--- src/rtl/fec_config.svh ---
`ifndef FEC_CONFIG_SVH
`define FEC_CONFIG_SVH

`default_nettype none

`define FEC_SYM_SIZE 4     // Bits per GF(16) symbol
`define FEC_RS_K     4     // Data symbols per codeword
`define FEC_RS_2T    2     // Parity symbols per codeword
`define FEC_RS_N     6     // Codeword length
`define FEC_NUM_CW   2     // Codewords per data unit
`define FEC_NUM_H    15    // Two-of-six erasure patterns

`default_nettype wire

`endif

--- src/rtl/fec_pkg.sv ---
`include "fec_config.svh"
`default_nettype none

package fec_pkg;

    typedef logic [`FEC_SYM_SIZE-1:0] sym_t;
    typedef logic [3:0]               err_loc_t;
    typedef logic [2:0]               pos_idx_t;

    // ########################################################################
    // Bit p of an erasure pattern is set when position p is erased
    // Positions 0..3 are data, 4 is P0, 5 is P1
    // ########################################################################
    localparam logic [`FEC_RS_N-1:0] RS_ERR_LOC_LUT [`FEC_NUM_H] = '{
        6'b000011, 6'b000101, 6'b001001, 6'b010001, 6'b100001,  // (0,x)
        6'b000110, 6'b001010, 6'b010010, 6'b100010,             // (1,x)
        6'b001100, 6'b010100, 6'b100100,                        // (2,x)
        6'b011000, 6'b101000,                                   // (3,x)
        6'b110000                                               // Both parity
    };

    // GF(16) product over the field polynomial x^4+x+1
    function automatic sym_t gf_mul(sym_t a, sym_t b);
        sym_t prod;
        sym_t x;
        prod = '0;
        x    = a;
        for (int i = 0; i < `FEC_SYM_SIZE; i++) begin
            if (b[i])
                prod ^= x;
            x = {x[2:0], 1'b0} ^ (x[3] ? 4'h3 : 4'h0);  // Multiply by alpha
        end
        return prod;
    endfunction

    // Multiplicative inverse by table where zero maps to zero
    function automatic sym_t gf_inv(sym_t a);
        case (a)
            4'h1:    return 4'h1;
            4'h2:    return 4'h9;
            4'h3:    return 4'he;
            4'h4:    return 4'hd;
            4'h5:    return 4'hb;
            4'h6:    return 4'h7;
            4'h7:    return 4'h6;
            4'h8:    return 4'hf;
            4'h9:    return 4'h2;
            4'ha:    return 4'hc;
            4'hb:    return 4'h5;
            4'hc:    return 4'ha;
            4'hd:    return 4'h4;
            4'he:    return 4'h3;
            4'hf:    return 4'h8;
            default: return 4'h0;
        endcase
    endfunction

    // alpha^e for codeword positions only
    function automatic sym_t gf_alpha_pow(pos_idx_t e);
        case (e)
            3'd0:    return 4'h1;
            3'd1:    return 4'h2;
            3'd2:    return 4'h4;
            3'd3:    return 4'h8;
            3'd4:    return 4'h3;
            3'd5:    return 4'h6;
            3'd6:    return 4'hc;
            default: return 4'hb;
        endcase
    endfunction

endpackage

`default_nettype wire

--- src/rtl/fec_encoder.sv ---
`timescale 1ns/100ps
`include "fec_config.svh"
`default_nettype none

module fec_encoder (
    input  wire                                            clk,
    input  wire                                            rst_n,
    input  wire                                            in_valid,
    input  wire fec_pkg::sym_t [`FEC_NUM_CW*`FEC_RS_K-1:0] in_data,
    input  wire fec_pkg::err_loc_t                         in_err_loc,
    input  wire                                            ready,
    output logic                                           out_valid,
    output fec_pkg::sym_t [`FEC_NUM_CW*`FEC_RS_K-1:0]      out_data,
    output fec_pkg::sym_t [`FEC_NUM_CW*`FEC_RS_2T-1:0]     out_parity,
    output fec_pkg::err_loc_t                              out_err_loc
);
    import fec_pkg::*;

    sym_t [`FEC_NUM_CW*`FEC_RS_2T-1:0] parity;

    // P0 = sum of data, P1 = sum of alpha^j * d_j
    always_comb begin
        sym_t p0;
        sym_t p1;
        for (int i = 0; i < `FEC_NUM_CW; i++) begin
            p0 = '0;
            p1 = '0;
            for (int j = 0; j < `FEC_RS_K; j++) begin
                p0 ^= in_data[i*`FEC_RS_K + j];
                p1 ^= gf_mul(gf_alpha_pow(pos_idx_t'(j)), in_data[i*`FEC_RS_K + j]);
            end
            parity[i*`FEC_RS_2T]     = p0;
            parity[i*`FEC_RS_2T + 1] = p1;
        end
    end

    always_ff @(posedge clk or negedge rst_n) begin
        if (!rst_n)
            out_valid <= 1'b0;
        else if (ready)
            out_valid <= in_valid;    // Bubbles travel too
    end

    always_ff @(posedge clk) begin
        if (ready) begin
            out_data    <= in_data;
            out_parity  <= parity;
            out_err_loc <= in_err_loc;  // Pattern index rides along
        end
    end

    a_valid_known: assert property (
        @(posedge clk) disable iff (!rst_n) !$isunknown(out_valid)
    ) else $error("fec_encoder: out_valid unknown after reset");

endmodule

`default_nettype wire

--- src/rtl/fec_erasure_decoder.sv ---
`timescale 1ns/100ps
`include "fec_config.svh"
`default_nettype none

module fec_erasure_decoder (
    input  wire                                            clk,
    input  wire                                            rst_n,
    input  wire fec_pkg::sym_t [`FEC_NUM_CW*`FEC_RS_K-1:0] surv_data,
    input  wire fec_pkg::err_loc_t                         err_loc,
    input  wire                                            in_valid,
    input  wire                                            ready,
    output logic                                           out_valid,
    output fec_pkg::sym_t [`FEC_NUM_CW*`FEC_RS_K-1:0]      out_data
);
    import fec_pkg::*;

    typedef enum logic [1:0] {
        NONE_DATA,   // Only parity lost
        ONE_DATA,    // One data and one parity lost
        TWO_DATA     // Both parity survived
    } erasure_case_e;

    logic [`FEC_RS_N-1:0]              evec;
    pos_idx_t                          pos_a;
    pos_idx_t                          pos_b;
    erasure_case_e                     case_c;
    sym_t [`FEC_NUM_CW*`FEC_RS_K-1:0]  data_c;
    sym_t [`FEC_NUM_CW-1:0]            s0_c;
    sym_t [`FEC_NUM_CW-1:0]            s1_c;

    pos_idx_t                          a_s1;
    pos_idx_t                          b_s1;
    erasure_case_e                     case_s1;
    sym_t [`FEC_NUM_CW*`FEC_RS_K-1:0]  data_s1;
    sym_t [`FEC_NUM_CW-1:0]            s0_s1;
    sym_t [`FEC_NUM_CW-1:0]            s1_s1;
    logic                              valid_s1;

    sym_t                              denom;
    sym_t [`FEC_NUM_CW*`FEC_RS_K-1:0]  result;

    // ########################################################################
    // Stage 1 re-expands survivors, locates erasures and forms syndromes
    // ########################################################################
    always_comb begin
        logic                 found;
        pos_idx_t             slot;
        sym_t [`FEC_RS_N-1:0] full;
        evec  = RS_ERR_LOC_LUT[err_loc];
        pos_a = '0;
        pos_b = '0;
        found = 1'b0;
        for (int p = 0; p < `FEC_RS_N; p++) begin
            if (evec[p]) begin
                if (!found)
                    pos_a = pos_idx_t'(p);   // Lower erased position
                else
                    pos_b = pos_idx_t'(p);
                found = 1'b1;
            end
        end

        if (pos_a >= pos_idx_t'(`FEC_RS_K))
            case_c = NONE_DATA;
        else if (pos_b >= pos_idx_t'(`FEC_RS_K))
            case_c = ONE_DATA;
        else
            case_c = TWO_DATA;

        for (int i = 0; i < `FEC_NUM_CW; i++) begin
            slot = '0;
            for (int p = 0; p < `FEC_RS_N; p++) begin
                if (evec[p]) begin
                    full[p] = '0;             // Erased symbols add nothing
                end else begin
                    full[p] = surv_data[i*`FEC_RS_K + int'(slot)];
                    slot    = slot + 3'd1;
                end
            end
            s0_c[i] = full[`FEC_RS_K];
            s1_c[i] = full[`FEC_RS_K + 1];
            for (int j = 0; j < `FEC_RS_K; j++) begin
                data_c[i*`FEC_RS_K + j] = full[j];
                s0_c[i] ^= full[j];
                s1_c[i] ^= gf_mul(gf_alpha_pow(pos_idx_t'(j)), full[j]);
            end
        end
    end

    // ########################################################################
    // Stage 2 solves for the erased data symbols
    // ########################################################################
    assign denom = gf_alpha_pow(a_s1) ^ gf_alpha_pow(b_s1);

    always_comb begin
        sym_t d_a;
        sym_t inv_a;
        sym_t inv_den;
        inv_a   = gf_inv(gf_alpha_pow(a_s1));
        inv_den = gf_inv(denom);
        result  = data_s1;
        for (int i = 0; i < `FEC_NUM_CW; i++) begin
            case (case_s1)
                ONE_DATA: begin
                    if (b_s1 == pos_idx_t'(`FEC_RS_K))
                        d_a = gf_mul(s1_s1[i], inv_a);  // P0 lost so P1 is used
                    else
                        d_a = s0_s1[i];
                    result[i*`FEC_RS_K + int'(a_s1)] = d_a;
                end
                TWO_DATA: begin
                    d_a = gf_mul(s1_s1[i] ^ gf_mul(gf_alpha_pow(b_s1), s0_s1[i]), inv_den);
                    result[i*`FEC_RS_K + int'(a_s1)] = d_a;
                    result[i*`FEC_RS_K + int'(b_s1)] = s0_s1[i] ^ d_a;
                end
                default: ;                          // Data already complete
            endcase
        end
    end

    always_ff @(posedge clk or negedge rst_n) begin
        if (!rst_n) begin
            valid_s1  <= 1'b0;
            out_valid <= 1'b0;
        end else if (ready) begin
            valid_s1  <= in_valid;
            out_valid <= valid_s1;
        end
    end

    always_ff @(posedge clk) begin
        if (ready) begin
            a_s1     <= pos_a;
            b_s1     <= pos_b;
            case_s1  <= case_c;
            data_s1  <= data_c;
            s0_s1    <= s0_c;
            s1_s1    <= s1_c;
            out_data <= result;
        end
    end

    a_two_data_solvable: assert property (
        @(posedge clk) disable iff (!rst_n)
        (valid_s1 && case_s1 == TWO_DATA) |-> (denom != '0)
    ) else $error("fec_erasure_decoder: singular system for %0d,%0d", a_s1, b_s1);

endmodule

`default_nettype wire

--- src/rtl/fec_erasure_path.sv ---
`timescale 1ns/100ps
`include "fec_config.svh"
`default_nettype none

module fec_erasure_path (
    input  wire                                            clk,
    input  wire                                            rst_n,
    input  wire                                            in_valid,
    input  wire fec_pkg::sym_t [`FEC_NUM_CW*`FEC_RS_K-1:0] in_data,
    input  wire fec_pkg::err_loc_t                         in_err_loc,
    output logic                                           in_ready,
    output logic                                           out_valid,
    output fec_pkg::sym_t [`FEC_NUM_CW*`FEC_RS_K-1:0]      out_data,
    input  wire                                            out_ready
);
    import fec_pkg::*;

    logic                              enc_valid;
    sym_t [`FEC_NUM_CW*`FEC_RS_K-1:0]  enc_data;
    sym_t [`FEC_NUM_CW*`FEC_RS_2T-1:0] enc_parity;
    err_loc_t                          enc_err_loc;
    logic                              inj_valid;
    sym_t [`FEC_NUM_CW*`FEC_RS_K-1:0]  inj_data;
    err_loc_t                          inj_err_loc;

    fec_encoder encoder_i (                 // 1 cycle
        .clk         (clk),
        .rst_n       (rst_n),
        .in_valid    (in_valid),
        .in_data     (in_data),
        .in_err_loc  (in_err_loc),
        .ready       (out_ready),
        .out_valid   (enc_valid),
        .out_data    (enc_data),
        .out_parity  (enc_parity),
        .out_err_loc (enc_err_loc)
    );

    fec_err_inject inject_i (               // 3 cycles
        .clk            (clk),
        .rst_n          (rst_n),
        .data_in        (enc_data),
        .parity_in      (enc_parity),
        .err_loc_in     (enc_err_loc),
        .data_in_valid  (enc_valid),
        .data_in_ready  (in_ready),
        .data_out       (inj_data),
        .err_loc_out    (inj_err_loc),
        .data_out_valid (inj_valid),
        .data_out_ready (out_ready)
    );

    fec_erasure_decoder decoder_i (         // 2 cycles
        .clk       (clk),
        .rst_n     (rst_n),
        .surv_data (inj_data),
        .err_loc   (inj_err_loc),
        .in_valid  (inj_valid),
        .ready     (out_ready),
        .out_valid (out_valid),
        .out_data  (out_data)
    );

endmodule

`default_nettype wire

--- src/rtl/fec_err_inject.sv ---
`timescale 1ns/100ps
`include "fec_config.svh"
`default_nettype none

module fec_err_inject (
    input  wire                                             clk,
    input  wire                                             rst_n,
    input  wire fec_pkg::sym_t [`FEC_NUM_CW*`FEC_RS_K-1:0]  data_in,
    input  wire fec_pkg::sym_t [`FEC_NUM_CW*`FEC_RS_2T-1:0] parity_in,
    input  wire fec_pkg::err_loc_t                          err_loc_in,
    input  wire                                             data_in_valid,
    output logic                                            data_in_ready,
    output fec_pkg::sym_t [`FEC_NUM_CW*`FEC_RS_K-1:0]       data_out,
    output fec_pkg::err_loc_t                               err_loc_out,
    output logic                                            data_out_valid,
    input  wire                                             data_out_ready
);
    import fec_pkg::*;

    sym_t [`FEC_NUM_CW-1:0][`FEC_RS_N-1:0] cw_in;
    sym_t [`FEC_NUM_CW-1:0][`FEC_RS_N-1:0] cw_s1;
    sym_t [`FEC_NUM_CW-1:0][`FEC_RS_N-1:0] cw_s2;
    logic [`FEC_RS_N-1:0]                  erase_s1;
    logic [`FEC_RS_N-1:0]                  erase_s2;
    pos_idx_t [`FEC_RS_N-1:0]              out_idx_c;
    pos_idx_t [`FEC_RS_N-1:0]              out_idx_s2;
    err_loc_t                              err_loc_s1;
    err_loc_t                              err_loc_s2;
    logic                                  valid_s1;
    logic                                  valid_s2;

    assign data_in_ready = data_out_ready;  // Whole chain stalls together

    // Data symbols first, parity at positions RS_K and up
    always_comb begin
        for (int i = 0; i < `FEC_NUM_CW; i++) begin
            for (int j = 0; j < `FEC_RS_K; j++)
                cw_in[i][j] = data_in[i*`FEC_RS_K + j];
            for (int k = 0; k < `FEC_RS_2T; k++)
                cw_in[i][`FEC_RS_K + k] = parity_in[i*`FEC_RS_2T + k];
        end
    end

    // Survivors get consecutive slots in position order
    always_comb begin
        pos_idx_t count;
        count = '0;
        for (int p = 0; p < `FEC_RS_N; p++) begin
            out_idx_c[p] = count;
            if (!erase_s1[p])
                count = count + 3'd1;
        end
    end

    // ########################################################################
    // Every pipeline stage moves only with data_out_ready
    // ########################################################################
    always_ff @(posedge clk or negedge rst_n) begin
        if (!rst_n) begin
            valid_s1       <= 1'b0;
            valid_s2       <= 1'b0;
            data_out_valid <= 1'b0;
        end else if (data_out_ready) begin
            valid_s1       <= data_in_valid;
            valid_s2       <= valid_s1;
            data_out_valid <= valid_s2;
        end
    end

    always_ff @(posedge clk) begin
        if (data_out_ready) begin
            cw_s1      <= cw_in;                        // Stage 1 captures and looks up
            erase_s1   <= RS_ERR_LOC_LUT[err_loc_in];
            err_loc_s1 <= err_loc_in;
            cw_s2      <= cw_s1;                        // Stage 2 computes slot indices
            erase_s2   <= erase_s1;
            out_idx_s2 <= out_idx_c;
            err_loc_s2 <= err_loc_s1;
            for (int i = 0; i < `FEC_NUM_CW; i++)       // Stage 3 compresses
                for (int p = 0; p < `FEC_RS_N; p++)
                    if (!erase_s2[p])
                        data_out[i*`FEC_RS_K + int'(out_idx_s2[p])] <= cw_s2[i][p];
            err_loc_out <= err_loc_s2;
        end
    end

    a_err_loc_range: assert property (
        @(posedge clk) disable iff (!rst_n)
        (data_in_valid && data_in_ready) |-> (err_loc_in < `FEC_NUM_H)
    ) else $error("fec_err_inject: erasure index %0d out of range", err_loc_in);

endmodule

`default_nettype wire

--- config.mk ---
export PLATFORM = sky130hd
export DESIGN_NAME = fec_erasure_path
export DESIGN_NICKNAME = d
export VERILOG_FILES = /design/src/rtl/fec_pkg.sv /design/src/rtl/fec_encoder.sv /design/src/rtl/fec_erasure_decoder.sv /design/src/rtl/fec_erasure_path.sv /design/src/rtl/fec_err_inject.sv
export VERILOG_INCLUDE_DIRS = /design/src /design/src/rtl
export SDC_FILE = /design/constraint.sdc
export NUM_CORES = 1
export LEC_CHECK = 0
export ABC_CLOCK_PERIOD_IN_PS = 13000
export BUFFER_PORTS_ARGS = -buffer_cell sky130_fd_sc_hd__buf_2
export CAP_MARGIN = 20
export CORE_MARGIN = 5
export CORE_UTILIZATION = 51
export CTS_CLUSTER_SIZE = 10
export DETAILED_ROUTE_END_ITERATION = 7
export HOLD_SLACK_MARGIN = 0.15
export PLACE_DENSITY = 0.68
export SLEW_MARGIN = 5
export SYNTH_ARGS = -nofsm -noshare
export SYNTH_HDL_FRONTEND = slang
export SYNTH_SLANG_ARGS = --single-unit
--- constraint.sdc ---
create_clock -name clk -period 13 [get_ports clk]
set_clock_uncertainty 0.1 [all_clocks]
set_input_delay 1.95 -clock clk [delete_from_list [all_inputs] [get_ports clk]]
set_output_delay 1.95 -clock clk [all_outputs]
set_load 0.01 [all_outputs]
Yosys cells after proc, flatten, opt, wreduce, memory -nomap -nowiden. Memory sizes are Yosys's and may differ from the RTL's. A register that Yosys moved wholly into a read port is not among the register bits. Cells that the tools add are included.

Bits in registers: 307. Latch bits: 0. Output and inout port bits: 34. Memory bits (writable): 0. Input port bits: 40. Memories kept: 4. Bits in read-only memories: 320. Word-level logic and storage cells: 575.

Memories: (no name shown) (depth 16, bits a word 6, rd ports 1, clocked after memory_dff 1, wr ports 0, line fec_err_inject.sv:73) `erase_s1 <= RS_ERR_LOC_LUT[err_loc_in];`; (no name shown) (depth 16, bits a word 6, rd ports 1, clocked after memory_dff 0, wr ports 0, line fec_erasure_decoder.sv:49) `evec = RS_ERR_LOC_LUT[err_loc];`; (no name shown) (depth 16, bits a word 4, rd ports 1, clocked after memory_dff 0, wr ports 0, line fec_pkg.sv:38) `case (a)`; (no name shown) (depth 16, bits a word 4, rd ports 1, clocked after memory_dff 0, wr ports 0, line fec_pkg.sv:38).

Equal/unequal tests: 14. $add $sub $neg: 20. Mux-type cells: 281. Bitwise gates (word level): 116. Divide/modulo/power cells: 0. Shift operators: 0. Multiply operators: 0. Reduce and logical (&&, ||, !) cells: 16. Magnitude comparators: 41.

Operators by type and width (number): $mux W32 (20); $bwmux W32 (16); $mux W4 (119); $lt A32 B5 Y1 const B (12); $xor A4 B4 Y4 (66); $ge A32 B1 Y1 const B (7); $demux W4 S3 (14); $mux W3 (44); $pmux W32 S2 (2); $bmux W4 S3 (10); $mux W2 (36); $pmux W4 S7 (2); $not A2 Y2 (24); $add A3 B3 Y4 const A (11); $lt A3 B4 Y1 const B (11); $not A1 Y1 const A (24); $ge A3 B1 Y1 const B (7); $mux W20 (1); $add A3 B1 Y3 const B (6); $eq A3 B3 Y1 const B (6); $mux W1 (15); $logic_and A1 B1 Y1 (14); $eq A3 B2 Y1 const B (4); $mux W6 (2); 10 further kinds (15).

Logic depth before layout (Yosys ltp). Gate-level depths: netlist (run 1).

Depth after elaboration: 34. Depth in mapped cells: 20. Gate-level depth less buffers: 18.

By module. Synthesis (run 1) repeated with hierarchy kept, for this count alone.

Cells, all modules: 1987. Area, all modules: 20883.8 sq um.

By module, submodules not included: fec_erasure_decoder (instances 1, area each 11016.8 sq um, sequential area each 2692.6 sq um, cells each 1284); fec_err_inject (instances 1, area each 7757.4 sq um, sequential area each 4999.8 sq um, cells each 604); fec_encoder (instances 1, area each 2109.5 sq um, sequential area each 1586.5 sq um, cells each 99).

Worst setup path before layout (run 1). OpenSTA, ideal clock, no wires.

Kind: register to register. From: reg inject_i.err_loc_out[0]. To: reg decoder_i.s1_s1[6] (netlist bit), data pin. Stages on the path, launching flop included: 18. Data required time: 12642 ps. Path buffers: 2. Slack: 7951 ps. Arrival: 4690 ps. Period minus slack after synthesis: 5049 ps. Setup time: 258 ps. Path through: edfxtp_1 inv_1 ha_1 nand2b_1 nand2b_1 clkbuf_1 clkbuf_1 ha_1 xnor2_2 ha_1 mux2i_1 inv_1 ha_1 mux2_2 mux4_2 mux2i_1 nor2_1 xnor2_1.

RTL lines: start, declared (line fec_err_inject.sv:14) `output fec_pkg::err_loc_t err_loc_out,`; start signal, assigned (line fec_err_inject.sv:83) `err_loc_out <= err_loc_s2;`; end signal, assigned (line fec_erasure_decoder.sv:138) `s1_s1 <= s1_c;`; end, declared (line fec_erasure_decoder.sv:36) `` sym_t [`FEC_NUM_CW-1:0] s1_s1; ``.

==> metrics, run 1 <==
outcome=finished clean; Die Wd=approximately 210 um; die area=about 44,000 um2; CTS Hold Buffers Added=0; post-layout power=around 5.2 mW; Finished Layout Cells=between 2,000 and 3,000; Period minus WS final=between 5 and 6 ns; Worst Setup End Kind=flip-flop; Die H=approximately 210 um; worst r2r dst=decoder_i.s1_s1[2]$_DFFE_PP_; WL/cell=23.0 um; Synth top area share=0.450; crit share post-route=0.452; Worst R2R Start=inject_i.err_loc_out[1]$_DFFE_PP_; Compound-Gate Fraction of Synth Area=0.178; adder-cell share of the synthesized area=0.0188; most used cell, CP=ha_1; gpl congestion=about 0.99; first-pass GRT wire length=slightly above 90 mm; post-CTS sizing=0; Reg power frac=0.297; sw frac=0.442; kind of critical path=flip-flop to flip-flop; Setup Fix Bufs, Post-CTS=0; Nets=between 2,000 and 2,500; area delta synth->final=8.72%; Worst EP arrival=6.06 ns; main combinational cell family by area after synthesis=compound AO/OA/AOI/OAI gates; Hold Vio Cnt, Final=0; largest net degree at the start of global routing=100; vias per inst=6.24; total global-route track usage=0.265; I/O pins=between 70 and 80; CTS tree=yes; register area share after synthesis=0.457; vias in the first global route=around 15,000; ys flop type=edfxtp_1; Max VDD drop=~0.00017 V; Comb pwr share=0.524; share of cells above drive strength 1=0.122; DRC=0; Worst Min Path Start=inject_i.cw_s1[41]$_DFFE_PP_; drt total wl=approximately 60 mm; DRT Pass-1 Iters=6; Int Pwr=between 2 and 3 mW; Synth area leader=edfxtp_1; # port buffers=73; Leak=about 8 nW; Clk pin slew, worst setup/hold paths=about 0.05 ns; Worst Hold Path Cells=0; fin area=roughly 22,000 um2; ANT nets after route=0; EDFF count, synth=304; Mapped Avg Cell Area=approximately 10 um2; Worst path slowest cell=nand2b_1; setup slack, reg-to-reg=a little over 7 ns; Slew @ Worst Pin=around 1.1 ns; most common cell in the netlist=edfxtp_1; vias after detailed routing=16,000; Setup violations, final=0; Fmax=roughly 0.17 GHz; setup_tns=0 ns; Post-Synthesis Cell Area=just over 20,000 um2; Initial Util=0.513; switching power=roughly 2.3 mW; Root Buffer=clkbuf_16; CP peak stage delay=0.63 ns; # H-tree levels=2; pwr dens=236 nW/um2; hold endpoint=inject_i.cw_s2[41]$_DFFE_PP_; 1st-iter DRT viols=~1,700; number of diodes=0; Max Root-Sink Buffers=3; Clock Sinks=between 300 and 400; Critical Path Source Type=flip-flop; slew margin rel.=0.236; ys async rst share=0.0194; placed cell area=approximately 21,000 um2; site row count=73; post-synthesis mux area share=0.0788; dpl hpwl=approximately 43 mm; dominant cells by area after synthesis=edfxtp_1 (45%), xnor2_1 (6.0%), nand2_1 (4.0%); fillers=around 3,500; unrepaired setup endpoints after global routing=no; post-synthesis xor/xnor area fraction=0.0910; pins over their slew limit=0; Clk pwr share=0.180; initial antenna violation count=0; Worst R2R Path Depth=16; grt ovf=0; Mapped Nets=2,083; Ys Warns=0; #FFs+latches synth=a little over 300; CP required=13.19 ns; worst-path cell chain=inv_1, ha_1, nand2b_1, nand2b_1, clkinv_1, ha_1, o21ai_2, ha_1, mux2i_1, inv_1, ha_1, mux2_2, mux4_2, mux2i_1, nor2_1, xnor2_1; total CTS buffers=39; cell count after synthesis=just over 2,000; distinct cell type count after synthesis=between 90 and 100; Worst Hold Class=flip-flop to flip-flop; Simple-Gate Fraction of Synth Area=0.136; Max Cap Viol=0; Clock Latency Late Sink=0.55 ns; crit path max fanout=23; core box area=roughly 40,000 um2; Commonest cells post-synth=edfxtp_1 (304), nand2_1 (216), nor2_1 (191); Placed Cells=2,498
[sequential cells by signal, indices dropped and copies added (netlist names), 12 cells and up]
name and count:
inject_i.cw_s1 48, inject_i.cw_s2 48, decoder_i.data_s1 32, decoder_i.out_data 32, encoder_i.out_data 32, inject_i.data_out 32, encoder_i.out_parity 16, inject_i.out_idx_s2 12
[power by group through the flow]
stage               clock (mW)  sequential [mW]  combinational, mW
floorplan                    0             1.41               2.05
detailed placement           0             1.56               2.69
finish                   0.937             1.55               2.73
global route              1.01             1.56               2.94
CTS                      0.964             1.54               2.70
global placement             0             1.55               2.66
[placed cells by master (no fill, tap or decap), types with 14 or more instances in the layout]
master | Yosys | final
a211oi_1 | 72 | 72
a21oi_1 | 161 | 161
a22oi_1 | 14 | 14
a31oi_1 | 14 | 14
and2_1 | 15 | 15
buf_2 | 10 | 72
buf_4 | 4 | 33
clkbuf_16 | 0 | 39
edfxtp_1 | 304 | 304
ha_1 | 28 | 28
inv_1 | 42 | 42
mux2_2 | 14 | 14
mux2i_1 | 67 | 67
mux4_2 | 33 | 33
nand2_1 | 216 | 216
nand2b_1 | 26 | 26
nand3_1 | 43 | 43
nor2_1 | 191 | 191
nor3_1 | 36 | 33
o21ai_0 | 151 | 151
xnor2_1 | 140 | 140
xor2_1 | 35 | 35
[cell type report]
cell class | count | area, um2 | area share
Tap cell | 525 | 657 | 0.0298
Clock buffer | 44 | 995 | 0.0451
Timing Repair Buffer | 108 | 642 | 0.0291
Multi-Input combinational cell | 1513 | 10200 | 0.463
Inverter | 47 | 176 | 0.00799
Sequential cell | 310 | 9280 | 0.420
Clock inverter | 11 | 93.8 | 0.00425
[kinds of logic after synthesis]
family                     Yosys count
AOI/OAI and AO/OA                  566
xor gates and xnor gates           192
adders and majority gates           31
buffers and inverters              192
DFF                                310
muxes                              116
and+or+nand+nor                    608
[stage by stage]
| stage | setup WS, ns | hold WS, ns | util |
|---|---|---|---|
| final | 7.13 | 0.293 | 0.558 |
| after global routing | 6.63 | 0.308 | 0.558 |
| after CTS | 7.16 | 0.301 | 0.557 |
| after detailed placement | 7.18 | 0.305 | 0.530 |
| after global placement | 7.32 | 0.301 | 0.530 |
| after floorplan | 7.95 | 0.300 | - |
[how the worst max path moves through the flow]
stage                                       from                           end  slack [ns]
2_1_floorplan  inject_i.err_loc_out[0]$_DFFE_PP_  decoder_i.s1_s1[6]$_DFFE_PP_        7.95
3_3_place_gp   inject_i.err_loc_out[0]$_DFFE_PP_  decoder_i.s1_s1[3]$_DFFE_PP_        7.32
3_5_place_dp   inject_i.err_loc_out[1]$_DFFE_PP_  decoder_i.s1_s1[2]$_DFFE_PP_        7.18
4_1_cts        inject_i.err_loc_out[1]$_DFFE_PP_  decoder_i.s1_s1[2]$_DFFE_PP_        7.16
5_1_grt        inject_i.err_loc_out[1]$_DFFE_PP_  decoder_i.s1_s1[4]$_DFFE_PP_        6.63
6_report       inject_i.err_loc_out[1]$_DFFE_PP_  decoder_i.s1_s1[2]$_DFFE_PP_        7.13
[layer usage]
metal,up-vias,GRT usage,routed length [um]
met5,-,0,0
met2,742,0.458,29100
li1,7460,-,-
met3,230,0.0368,4140
met1,7533,0.315,21500
met4,0,0.156,4120
[critical path, delay by kind of cell (launching register included)]
kind | cells | cell delay [ns]
buffers and inverters | 3 | 0.73
xor gates and xnor gates | 1 | 0.13
and+or+nand+nor | 3 | 0.87
DFF | 1 | 0.40
AOI/OAI and AO/OA | 1 | 0.51
muxes | 4 | 1.61
adders and majority gates | 4 | 1.26
(Power assumes the default switching activity.)
==> inputs of run 2 (changes only) <==
--- a/config.mk
+++ b/config.mk
@@ -6,7 +6,7 @@
 export SDC_FILE = /design/constraint.sdc
 export NUM_CORES = 1
 export LEC_CHECK = 0
-export ABC_CLOCK_PERIOD_IN_PS = 13000
+export ABC_CLOCK_PERIOD_IN_PS = 5750
 export BUFFER_PORTS_ARGS = -buffer_cell sky130_fd_sc_hd__buf_2
 export CAP_MARGIN = 20
 export CORE_MARGIN = 5
==> constraint.sdc (replaced) <==
create_clock -name clk -period 5.75 [get_ports clk]
set_clock_uncertainty 0.1 [all_clocks]
set_input_delay 0.8625 -clock clk [delete_from_list [all_inputs] [get_ports clk]]
set_output_delay 0.8625 -clock clk [all_outputs]
set_load 0.01 [all_outputs]
==> run 2 against run 1 <==
Against the previous run: design area is 0.91% higher; global-route usage up 1.0 points; via count up 1.3%; highest routed layer unchanged; count of clock-buffer cells in the layout rose by 4; first-iteration DRC count is 18% lower; critical path depth decreased by 2; register-to-register slack worse by 6.2 ns; setup slack got worse by 6.2 ns; core utilization rose by 0.51 points.
==> metrics, run 2 (synthesized netlist as in run 1, its figures left out) <==
outcome=finished clean; largest net degree at the start of global routing=165; Worst Setup End Kind=flip-flop; vias after detailed routing=~16,000; Finished Layout Cells=2,580; drt total wl=slightly above 60 mm; most common cell after layout, fill and taps aside=edfxtp_1; Max VDD drop=around 0.00028 V; Comb pwr share=0.533; # port buffers=73; 1st-iter DRT viols=1,358; Reg power frac=0.288; Setup violations, final=0; Die H=210 um; Worst Hold Class=flip-flop to flip-flop; area delta synth->final=9.71%; Largest regs=inject_i.cw_s1 x48, inject_i.cw_s2 x48; crit path max fanout=32; Worst R2R Start=decoder_i.b_s1[1]$_DFFE_PP_; Fmax=0.206 GHz; Placed Cells=2,520; gpl congestion=between 1 and 1.5; Max Root-Sink Buffers=3; die area=around 44,000 um2; site row count=73; grt ovf=0; DRC=0; vias per inst=roughly 6.3; CTS tree=yes; vias in the first global route=15,700; post-CTS sizing=0; Nets=2,108; Worst Hold Path Cells=0; FF/Latch Area=between 9000 and 10,000 um2; setup slack, reg-to-reg=0.89 ns; ANT nets after route=0; switching power=5.41 mW; pwr dens=546 nW/um2; Period minus WS final=4.86 ns; Hold Vio Cnt, Final=0; Initial Util=0.513; first-pass GRT wire length=around 94 mm; Max Cap Viol=0; hold endpoint=inject_i.err_loc_out[3]$_DFFE_PP_; footprint of the multi-input gates=between 10,000 and 15,000 um2; total global-route track usage=0.275; unrepaired setup endpoints after global routing=no; total CTS buffers=39; pins over their slew limit=0; Clock Sinks=310; post-layout power=approximately 12 mW; Int Pwr=roughly 6.7 mW; Worst R2R Path Depth=14; Critical Path Source Type=flip-flop; fillers=about 3,400; number of diodes=0; Root Buffer=clkbuf_16; CP required=5.95 ns; crit share post-route=0.845; Clk pwr share=0.179; WL/cell=~24 um; setup_tns=0 ns; Leak=slightly above 8 nW; Slew @ Worst Pin=between 1 and 1.5 ns; # H-tree levels=2; core box area=39,500 um2; worst r2r dst=decoder_i.out_data[20]$_DFFE_PP_; kind of critical path=flip-flop to flip-flop; DRT Pass-1 Iters=6; Worst Min Path Start=inject_i.err_loc_s2[3]$_DFFE_PP_; share of cells above drive strength 1=0.131; placed cell area=around 21,000 um2; Clock Latency Late Sink=around 0.56 ns; sw frac=0.445; commonest non-fill, non-tap cells in the layout=edfxtp_1 (304), nand2_1 (216), nor2_1 (191); slew margin rel.=0.175; initial antenna violation count=0; Clk pin slew, worst setup/hold paths=~0.060 ns; I/O pins=74; Die Wd=between 200 and 250 um; dpl hpwl=around 45 mm; Worst EP arrival=a little over 5 ns; fin area=between 20,000 and 25,000 um2
-- run 2: power by group through the flow --
stage               sequential, mW  clock, mW  combinational (mW)
floorplan                     3.19          0                4.63
finish                        3.50       2.18                6.48
CTS                           3.48       2.23                6.42
detailed placement            3.53          0                6.38
global placement              3.52          0                6.33
global route                  3.54       2.33                6.91
-- run 2: area by class of cell --
class | count | area share
Multi-Input combinational cell | 1513 | 0.459
Sequential cell | 310 | 0.417
Clock buffer | 48 | 0.0472
Timing Repair Buffer | 129 | 0.0363
Tap cell | 525 | 0.0295
Inverter | 47 | 0.00792
Clock inverter | 8 | 0.00365
-- run 2: per-stage QoR --
step | worst slack (ns) | hold slack (ns) | utilization
after floorplan | 0.701 | 0.300 | -
after global placement | 1.05 | 0.300 | 0.534
after detailed placement | 0.892 | 0.305 | 0.534
after CTS | 0.897 | 0.299 | 0.563
after global routing | 0.477 | 0.319 | 0.563
final | 0.894 | 0.310 | 0.563
-- run 2: critical path, cell delays in order, from the launching register on --
cell      delay, ns
edfxtp_1       0.52
buf_4          0.37
nand2b_1       0.15
buf_4          0.19
a211o_1        0.30
and2_1         0.27
xnor2_2        0.19
o21ai_1        0.54
nand2_1        0.12
xnor3_1        0.56
xnor2_2        0.45
a221oi_1       0.17
a21oi_1        0.21
o22ai_1        0.11
a221o_1        0.35
-- run 2: how the worst max path moves through the flow --
stage | startpoint | to | slack, ns | cells past startpoint
6_report | decoder_i.b_s1[1]$_DFFE_PP_ | decoder_i.out_data[20]$_DFFE_PP_ | 0.89 | 14
4_1_cts | inject_i.err_loc_out[1]$_DFFE_PP_ | decoder_i.s1_s1[1]$_DFFE_PP_ | 0.90 | 13
5_1_grt | inject_i.err_loc_out[1]$_DFFE_PP_ | decoder_i.s1_s1[0]$_DFFE_PP_ | 0.48 | 13
3_5_place_dp | inject_i.err_loc_out[1]$_DFFE_PP_ | decoder_i.s1_s1[1]$_DFFE_PP_ | 0.89 | 13
3_3_place_gp | decoder_i.b_s1[0]$_DFFE_PP_ | decoder_i.out_data[20]$_DFFE_PP_ | 1.05 | 14
2_1_floorplan | inject_i.err_loc_out[0]$_DFFE_PP_ | decoder_i.s1_s1[6]$_DFFE_PP_ | 0.70 | 17
-- run 2: what timing repair did --
action,in CTS,in global routing
setup buffers,0,0
hold buffers,1,0
endpoints found under the hold margin,6,0
-- run 2: metal layers --
layer	GRT usage	wire length (um)	vias to the layer above
met3	0.0442	3960	228
met2	0.476	30300	729
li1	-	-	7512
met1	0.323	23000	7699
met5	0	0	-
met4	0.161	4380	0
